### config.mk
export PLATFORM = sky130hd
export DESIGN_NAME = seq_rec_top
export DESIGN_NICKNAME = d
export VERILOG_FILES = /design/src/design/seq_pkg.sv /design/src/design/seq_bus_decode.sv /design/src/design/seq_rec_core.sv /design/src/design/seq_mem_arbiter.sv /design/src/design/seq_sample_ram.sv /design/src/design/seq_rec_top.sv
export SDC_FILE = /design/constraint.sdc
export NUM_CORES = 2
export LEC_CHECK = 0
export BUFFER_PORTS_ARGS = -buffer_cell sky130_fd_sc_hd__buf_4
export CELL_PAD_IN_SITES_DETAIL_PLACEMENT = 1
export CELL_PAD_IN_SITES_GLOBAL_PLACEMENT = 2
export CORE_UTILIZATION = 45
export DETAILED_ROUTE_END_ITERATION = 10
export PLACE_DENSITY = 0.72
export SLEW_MARGIN = 10
export SYNTH_ARGS = -nofsm -noshare
export SYNTH_HDL_FRONTEND = slang
export SYNTH_HIERARCHICAL = 1
export SYNTH_SLANG_ARGS = --single-unit
export TNS_END_PERCENT = 20
### constraint.sdc
create_clock -name BUS_CLK -period 3.7 [get_ports BUS_CLK]
set_input_delay 0.555 -clock BUS_CLK [delete_from_list [all_inputs] [get_ports BUS_CLK]]
set_output_delay 0.555 -clock BUS_CLK [all_outputs]
set_load 0.01 [all_outputs]
### src/design/seq_pkg.sv
// ~~~~~~~~~~~~~~~~~~~~
// shared constants, register map and bus structs for the sequence recorder
// single clock domain, 8-bit samples, 256-byte sample RAM
// memory space starts right after the 16 register addresses
// ~~~~~~~~~~~~~~~~~~~~

package seq_pkg;

    // bus and memory sizes
    localparam int ABUS_W    = 16;
    localparam int MEM_BYTES = 256;
    localparam int MEM_AW    = 8;
    localparam int REG_SPACE = 16;
    localparam int REG_AW    = 4;    // index into register space

    localparam logic [7:0] VERSION = 8'd1;

    // register map
    localparam logic [REG_AW-1:0] ADDR_CTRL     = 4'd0;  // wr: soft reset, rd: version
    localparam logic [REG_AW-1:0] ADDR_START    = 4'd1;  // wr: start, rd: done in bit 0
    localparam logic [REG_AW-1:0] ADDR_EXT_EN   = 4'd2;  // bit 0 enables external start
    localparam logic [REG_AW-1:0] ADDR_COUNT_LO = 4'd3;
    localparam logic [REG_AW-1:0] ADDR_COUNT_HI = 4'd4;

    // default sample count after reset
    localparam logic [15:0] DEF_COUNT = 16'(MEM_BYTES);

    typedef logic [7:0] seq_sample_t;

    // capture counter, one bit wider than the RAM address so it can hold MEM_BYTES
    typedef logic [MEM_AW:0] cap_cnt_t;

    // one host access as seen at the top ports
    typedef struct packed {
        logic [ABUS_W-1:0] add;
        seq_sample_t       data;
        logic              rd;
        logic              wr;
    } bus_req_t;

    // one write into the sample RAM
    typedef struct packed {
        logic              en;
        logic [MEM_AW-1:0] addr;
        seq_sample_t       data;
    } mem_wr_t;

endpackage

### src/design/seq_bus_decode.sv
// ~~~~~~~~~~~~~~~~~~~~
// host address decoder and read data mux
// read data is valid the cycle after the address, steered by the previous address
// addresses past the RAM read as zero, writes there are ignored
// ~~~~~~~~~~~~~~~~~~~~
`timescale 1ns/1ps

module seq_bus_decode (
    input  logic                        BUS_CLK,
    input  logic                        RST,
    input  seq_pkg::bus_req_t           req,
    input  seq_pkg::seq_sample_t        reg_rdata,
    input  seq_pkg::seq_sample_t        mem_rdata,
    output seq_pkg::bus_req_t           reg_req,
    output seq_pkg::mem_wr_t            host_wr,
    output logic [seq_pkg::MEM_AW-1:0]  mem_raddr,
    output seq_pkg::seq_sample_t        rdata
);

    logic                        in_reg;
    logic                        in_mem;
    logic [seq_pkg::ABUS_W-1:0]  mem_off;
    logic [seq_pkg::ABUS_W-1:0]  prev_add;

    assign in_reg  = req.add < seq_pkg::ABUS_W'(seq_pkg::REG_SPACE);
    assign in_mem  = !in_reg &&
                     (req.add < seq_pkg::ABUS_W'(seq_pkg::REG_SPACE + seq_pkg::MEM_BYTES));
    assign mem_off = req.add - seq_pkg::ABUS_W'(seq_pkg::REG_SPACE);

    assign mem_raddr = mem_off[seq_pkg::MEM_AW-1:0];  // RAM reads every cycle

    // register side only sees strobes for its own space
    assign reg_req.add  = req.add;
    assign reg_req.data = req.data;
    assign reg_req.rd   = req.rd && in_reg;
    assign reg_req.wr   = req.wr && in_reg;

    assign host_wr.en   = req.wr && in_mem;
    assign host_wr.addr = mem_off[seq_pkg::MEM_AW-1:0];
    assign host_wr.data = req.data;

    // address of the last cycle picks the source of the read data
    always_ff @(posedge BUS_CLK) begin
        if (RST) begin
            prev_add <= '0;
        end else begin
            prev_add <= req.add;
        end
    end

    always_comb begin
        if (prev_add < seq_pkg::ABUS_W'(seq_pkg::REG_SPACE)) begin
            rdata = reg_rdata;
        end else if (prev_add <
                     seq_pkg::ABUS_W'(seq_pkg::REG_SPACE + seq_pkg::MEM_BYTES)) begin
            rdata = mem_rdata;  // from the RAM output register
        end else begin
            rdata = '0;  // unmapped
        end
    end

endmodule

### src/design/seq_rec_core.sv
// ~~~~~~~~~~~~~~~~~~~~
// recorder registers, start logic and capture counter
// count above MEM_BYTES is clamped, a new start restarts at address 0
// soft reset via ADDR_CTRL write, RAM contents are not touched
// ~~~~~~~~~~~~~~~~~~~~
`timescale 1ns/1ps

module seq_rec_core (
    input  logic                  BUS_CLK,
    input  logic                  RST,
    input  seq_pkg::bus_req_t     reg_req,
    input  seq_pkg::seq_sample_t  seq_in,
    input  logic                  seq_ext_start,
    output seq_pkg::seq_sample_t  reg_rdata,
    output seq_pkg::mem_wr_t      cap_wr
);

    seq_pkg::seq_sample_t       regs [seq_pkg::REG_SPACE];  // written bytes
    logic [seq_pkg::REG_AW-1:0] idx;
    logic                       soft_rst;
    logic                       rst_core;
    logic                       start_sw;
    logic                       start_ext;
    logic                       start;
    logic                       ext_en;
    logic [15:0]                count_cfg;
    seq_pkg::cap_cnt_t          count_clamp;
    seq_pkg::cap_cnt_t          cap_cnt;  // next RAM address
    seq_pkg::cap_cnt_t          cap_len;  // latched sample count
    logic                       done;

    assign idx = reg_req.add[seq_pkg::REG_AW-1:0];

    assign soft_rst = reg_req.wr && (idx == seq_pkg::ADDR_CTRL);
    assign rst_core = RST || soft_rst;
    assign start_sw = reg_req.wr && (idx == seq_pkg::ADDR_START);

    assign ext_en    = regs[seq_pkg::ADDR_EXT_EN][0];
    assign count_cfg = {regs[seq_pkg::ADDR_COUNT_HI], regs[seq_pkg::ADDR_COUNT_LO]};

    // external strobe only counts while idle
    assign start_ext = ext_en && seq_ext_start && done;
    assign start     = start_sw || start_ext;

    assign count_clamp = (count_cfg > seq_pkg::DEF_COUNT) ?
                         seq_pkg::DEF_COUNT[seq_pkg::MEM_AW:0] :
                         count_cfg[seq_pkg::MEM_AW:0];

    // register file, unused addresses simply hold their byte
    always_ff @(posedge BUS_CLK) begin
        if (rst_core) begin
            for (int i = 0; i < seq_pkg::REG_SPACE; i++) begin
                regs[i] <= '0;
            end
            regs[seq_pkg::ADDR_COUNT_LO] <= seq_pkg::DEF_COUNT[7:0];
            regs[seq_pkg::ADDR_COUNT_HI] <= seq_pkg::DEF_COUNT[15:8];
        end else if (reg_req.wr) begin
            regs[idx] <= reg_req.data;
        end
    end

    // registered read data, one cycle after the address
    always_ff @(posedge BUS_CLK) begin
        if (reg_req.rd) begin
            case (idx)
                seq_pkg::ADDR_CTRL:  reg_rdata <= seq_pkg::VERSION;
                seq_pkg::ADDR_START: reg_rdata <= {7'b0, done};
                default:             reg_rdata <= regs[idx];
            endcase
        end
    end

    // capture sequencing
    // edge k: latch count, clear done
    // edges k+1..k+N: one sample per edge, done at k+N+1
    always_ff @(posedge BUS_CLK) begin
        if (rst_core) begin
            done    <= 1'b1;
            cap_cnt <= '0;
            cap_len <= seq_pkg::DEF_COUNT[seq_pkg::MEM_AW:0];
        end else if (start) begin
            done    <= 1'b0;
            cap_cnt <= '0;
            cap_len <= count_clamp;
        end else if (!done) begin
            if (cap_cnt == cap_len) begin
                done <= 1'b1;
            end else begin
                cap_cnt <= cap_cnt + 1'b1;
            end
        end
    end

    // write the sample present at the coming edge
    assign cap_wr.en   = !done && (cap_cnt < cap_len);
    assign cap_wr.addr = cap_cnt[seq_pkg::MEM_AW-1:0];
    assign cap_wr.data = seq_in;

endmodule

### src/design/seq_mem_arbiter.sv
// ~~~~~~~~~~~~~~~~~~~~
// RAM write port arbiter, recorder always wins
// no back-pressure, a colliding host write is lost
// ~~~~~~~~~~~~~~~~~~~~
`timescale 1ns/1ps

module seq_mem_arbiter (
    input  seq_pkg::mem_wr_t  cap_wr,
    input  seq_pkg::mem_wr_t  host_wr,
    output seq_pkg::mem_wr_t  ram_wr,
    output logic              host_dropped
);

    logic cap_grant;

    assign cap_grant = cap_wr.en;  // fixed priority

    always_comb begin
        if (cap_grant) begin
            ram_wr = cap_wr;
        end else begin
            ram_wr = host_wr;  // en may be 0, then nothing is written
        end
    end

    // host write lost this cycle
    assign host_dropped = cap_grant && host_wr.en;

endmodule

### src/design/seq_sample_ram.sv
// ~~~~~~~~~~~~~~~~~~~~
// simple dual-port sample RAM, one write port and one registered read port
// read during write to the same address returns the old byte
// contents start at zero and survive reset
// ~~~~~~~~~~~~~~~~~~~~
`timescale 1ns/1ps

module seq_sample_ram (
    input  logic                        BUS_CLK,
    input  seq_pkg::mem_wr_t            wr,
    input  logic [seq_pkg::MEM_AW-1:0]  raddr,
    output seq_pkg::seq_sample_t        rdata
);

    // zero at time zero so early reads carry no X
    seq_pkg::seq_sample_t mem [seq_pkg::MEM_BYTES] = '{default: '0};

    always_ff @(posedge BUS_CLK) begin
        if (wr.en) begin
            mem[wr.addr] <= wr.data;
        end
        rdata <= mem[raddr];  // old data on collision
    end

endmodule

### src/design/seq_rec_top.sv
// ~~~~~~~~~~~~~~~~~~~~
// logic-sequence recorder top on the byte-wide register bus
// everything runs on BUS_CLK, one 8-bit sample per clock
// regs at 0..15, sample RAM at 16..271
// ~~~~~~~~~~~~~~~~~~~~
`timescale 1ns/1ps

module seq_rec_top (
    input  logic                        BUS_CLK,
    input  logic                        RST,
    input  logic [seq_pkg::ABUS_W-1:0]  BUS_ADD,
    input  logic [7:0]                  BUS_DATA_IN,
    input  logic                        BUS_RD,
    input  logic                        BUS_WR,
    input  logic [7:0]                  SEQ_IN,
    input  logic                        SEQ_EXT_START,
    output logic [7:0]                  BUS_DATA_OUT
);

    seq_pkg::bus_req_t           bus_req;
    seq_pkg::bus_req_t           reg_req;
    seq_pkg::mem_wr_t            host_wr;
    seq_pkg::mem_wr_t            cap_wr;
    seq_pkg::mem_wr_t            ram_wr;
    seq_pkg::seq_sample_t        reg_rdata;
    seq_pkg::seq_sample_t        mem_rdata;
    logic [seq_pkg::MEM_AW-1:0]  mem_raddr;
    logic                        host_dropped;  // host write lost to a capture write

    assign bus_req = '{add: BUS_ADD, data: BUS_DATA_IN, rd: BUS_RD, wr: BUS_WR};

    seq_bus_decode i_decode (
        .BUS_CLK   (BUS_CLK),
        .RST       (RST),
        .req       (bus_req),
        .reg_rdata (reg_rdata),
        .mem_rdata (mem_rdata),
        .reg_req   (reg_req),
        .host_wr   (host_wr),
        .mem_raddr (mem_raddr),
        .rdata     (BUS_DATA_OUT)
    );

    seq_rec_core i_core (
        .BUS_CLK       (BUS_CLK),
        .RST           (RST),
        .reg_req       (reg_req),
        .seq_in        (SEQ_IN),
        .seq_ext_start (SEQ_EXT_START),
        .reg_rdata     (reg_rdata),
        .cap_wr        (cap_wr)
    );

    seq_mem_arbiter i_arb (
        .cap_wr       (cap_wr),
        .host_wr      (host_wr),
        .ram_wr       (ram_wr),
        .host_dropped (host_dropped)
    );

    seq_sample_ram i_ram (
        .BUS_CLK (BUS_CLK),
        .wr      (ram_wr),
        .raddr   (mem_raddr),
        .rdata   (mem_rdata)
    );

endmodule

======== Yosys cells after proc, flatten, opt, wreduce, memory -nomap -nowiden ========
Memories as Yosys holds them, arrays and structs flattened. A register that Yosys moved wholly into a read port is not among the register bits.
Cells that the tools add are included.
storage, ports and cells
  word-level logic and storage cells ...... 58
  bits in writable memories ............... 2176
  memories kept ........................... 2
  flip-flop bits (word level) ............. 43
  output and inout bits ................... 8
operators by class
  eq/ne operators ......................... 2
  order comparisons ....................... 6
  $add $sub $neg .......................... 2
  bitwise gates (word level) .............. 4
  reduce and logical (&&, ||, !) cells .... 17
  multiplexer cells ....................... 20
memories
  name         depth  width  rd ports  clocked after memory_dff  write ports  RTL line              RTL
  i_ram.mem    256    8      1         1                         1            seq_sample_ram.sv:16  seq_pkg::seq_sample_t mem [seq_pkg::MEM_BYTES] = '{default: '0};
  i_core.regs  16     8      4         0                         16           seq_rec_core.sv:18    seq_pkg::seq_sample_t regs [seq_pkg::REG_SPACE];
operators with widths
  cell                 number
  $mux 8               5
  $lt 16x5->1 const B  2
  $lt 16x9->1 const B  2
  $mux 17              1
  $gt 16x9->1 const B  1
  $pmux 8 s2           1
  $mux 1               11
  $add 9x1->9 const B  1
  $eq 9x9->1           1
  $logic_and 1x1->1    9
  $lt 9x9->1           1
  $mux 9               1
  $reduce_or 8->1      1
  $sub 8x5->8 const B  1
  $eq 4x1->1 const B   1
  $logic_not 4->1      1
  $mux 4               1
  $logic_not 1->1      2
  $logic_or 1x1->1     2
  $not 1->1            2
  $or 1x1->1           2
  $reduce_and 2->1     1
  $reduce_or 2->1      1

======== Longest topological paths before layout ========
  depth after elaboration ................. 8
  mapped depth ............................ 15
  gate-level depth less buffers ........... 11

======== By module ========
The synthesis kept the hierarchy.
modules (own cells, without submodules)
  module           instances  area an instance (µm²)  seq. area each (µm²)  cells an instance
  seq_sample_ram   1          79556.3                 61659.1               3733
  seq_rec_core     1          6513.7                  3983.8                506
  seq_bus_decode   1          1041.0                  240.2                 125
  seq_mem_arbiter  1          255.2                   0.0                   20

======== Worst setup path before layout ========
Ideal clock, no wire load.
  kind .................................... reg2reg
  from .................................... register i_core.cap_cnt[2]
  to ...................................... memory i_ram/mem[0][0] (netlist name), data pin
  data required time ...................... 3143 ps
  clock period less this slack ............ 3807 ps
  slack ................................... -107 ps
  path buffers ............................ 1
  library setup time ...................... 557 ps
  cell stages (with the launch flop) ...... 8
  data arrival time ....................... 3250 ps
  path through ............................ dfxtp_1 > ha_1 > a21oi_1 > o21ai_0 > a21o_1 > a31oi_1 > buf_6 > mux2_2
RTL lines
  item                    RTL line              RTL
  start, declared         seq_rec_core.sv:28    seq_pkg::cap_cnt_t cap_cnt;
  start signal, assigned  seq_rec_core.sv:89    cap_cnt <= cap_cnt + 1'b1;
  end, declared           seq_sample_ram.sv:16

==> qor.txt <==
Initial Util = 0.453
Syn_area_per_cell = 20.0 sq um
First-pass GRT wire length = 349 mm
Post-Syn Instances = 4371
Unrepaired setup endpoints after global routing = true
Hold Fails Final Rpt = 0
# nets final = 4890
Final global-route overflow total = 0
R2r startpoint = i_core/cap_len[4]
Worst R2R End = i_ram/mem[20][5]
Die H = 442 um
Clk buf depth = 3
CTS H-tree lvls = 4
Die area = 0.196 sq mm
DRC = 0
Leak = 0.0325 uW
RePlAce Congestion = 0.838
Setup Buffers After CTS = 0
Critical path endpoint category = register
CTS tree = done
Worst Skew = 62.8 ps
DRT met1 WL = 102 mm
Depth of the most critical reg-to-reg path = 13
Routed Antenna Nets = 0
Max-cap violation count = 0
Area after DPL = 0.0935 sq mm
Worst Setup Path Type = register to register
Via count of the routed design = 45.7k
Initial antenna violation count = 2
DIE WIDTH = 442 um
Routed length on met2 = 118 mm
GRT Total Usage = 0.248
I/O Buffers = 44
Overall power = 53400 uW
Final cell count without fillers = 7558
Final instance area = 0.101 sq mm
Highest routed layer = met5
Fill cells = 17.2k
Synth warnings = 6
Num CTS Buffers = 222
Routed wire length per instance = 32.0 um
Drt total wl = 242 mm
Vias in the first global route = 47.4k
Initial DRC count = 4722
Minimum clock period = 3580 ps
Reg2reg setup slack = 120 ps
Critical Path RT = 4260 ps
Clock Latency Late Sink = 880 ps
Clock net sink count = 2207
HPWL Detailed = 157 mm
Fmax = 0.279 GHz
Max VDD drop = 425 uV
Syn Std Cell Area = 0.0873 sq mm
Final period util = 0.969
Multi-input logic area = 0.0197 sq mm
Worst-path maximum fanout = 9
DRT Pass-1 Iters = 7
Clk slew on worst S/H paths = 60 ps
Metal3 WL = 16.0 mm
CP startpoint = i_core/cap_len[4]
Placed Cells = 7130
Final setup vio count = 0
Outcome = complete, no violations
Slew headroom = 0.341
Layout cells sized above 1 = 0.287
Top Ports = 45
Worst hold path type = input port to register
Core area = 0.193 sq mm
Crit path to = i_ram/mem[20][5]
Core Rows = 161
Worst slew pin tran = 988 ps
Power Dens Cells = 530 mW/mm^2
Root buffer cell = clkbuf_16
Via density = 6.05
Register area = 0.0659 sq mm
Type of origin of the critical path = register
Post-synth net total = 4419
Critical Path AT = 4150 ps
Largest net degree at the start of global routing = 153
Max Slew Vio Count = 0
Layout area overhead = 15.6%
## state kept, by name (all words and copies together), names as in the netlist
signal	count
i_core/cap_cnt	9
i_core/cap_len	9
i_core/done	1
i_core/reg_rdata	8
i_core/regs	112
i_decode/prev_add	12
i_ram/mem	2048
i_ram/rdata	8
## worst min path at each step
stage                                 start                    to  slack, ps  cells past startpoint
after global routing                    RST  i_decode/prev_add[8]         50                      2
after floorplan           i_core/cap_len[2]     i_core/cap_len[2]        450                      1
after detailed placement  i_core/cap_len[3]     i_core/cap_len[3]        470                      1
after global placement    i_core/cap_len[7]     i_core/cap_len[7]        470                      1
after CTS                               RST  i_decode/prev_add[9]          3                      2
final                                   RST  i_decode/prev_add[6]         50                      2
## power by group
part / leakage, uW / internal (uW) / switching, uW
clock network: 0.00343 / 12200 / 9660
registers: 0.0199 / 27800 / 114
logic: 0.00918 / 1190 / 2370
## worst max-delay path, cell delays in order (launching register included)
cell,delay (ps)
dfxtp_1,340
inv_1,50
ha_1,300
a21oi_1,180
o21ai_0,120
a21o_1,190
a31oi_4,240
buf_12,180
mux2_4,330
nor2b_1,290
nand3_1,260
buf_4,350
nor2_1,220
buf_4,210
## through the flow
step	hold slack (ps)	setup WS, ps	utilization	setup TNS (ps)
after floorplan	449	-107	-	-191010
after global placement	465	-69.0	0.486	-548
after detailed placement	468	-98.1	0.486	-2930
after CTS	2.62	-63.0	0.523	-1170
after global routing	50.6	-26.1	0.524	-205
final	54.4	116	0.524	0
## area by class of cell
cell class              instances  area share
clock buffers                 270      0.0573
multi-input cells            1829       0.195
inverters                      18    0.000670
well taps                    2526      0.0313
diodes                          2   0.0000496
clock inverters               142      0.0123
flip-flops and latches       2207       0.653
repair buffers                564      0.0498
## layer usage
layer | up-vias | GRT usage
li1 | 18900 | -
met1 | 24600 | 0.351
met2 | 1785 | 0.400
met3 | 344 | 0.0371
met4 | 2 | 0.0705
met5 | - | 0
## cell usage in the layout, fill, tap and decap left out, types with 24 or more instances in the layout
master,instances
and3_1,46
a22oi_1,133
nand2_1,73
dfxtp_1,39
buf_12,59
a21oi_1,104
mux4_2,478
nor2b_1,40
nor4_1,27
clkbuf_16,224
edfxtp_1,2168
nor3_1,27
buf_4,489
clkinv_1,58
o221ai_1,46
clkbuf_1,46
nor2_1,303
nand3_1,45
clkinv_2,46
mux2i_1,142
nor2_2,53
a211oi_1,24
o22ai_1,36
## timing repair
item / CTS / global route
gates resized for setup: 11 / 51
hold buffers: 14 / 0
endpoints found under the hold margin: 11 / 0
endpoints found under the setup margin: 99 / 475
No activity file was read; power rests on OpenSTA's default activity.
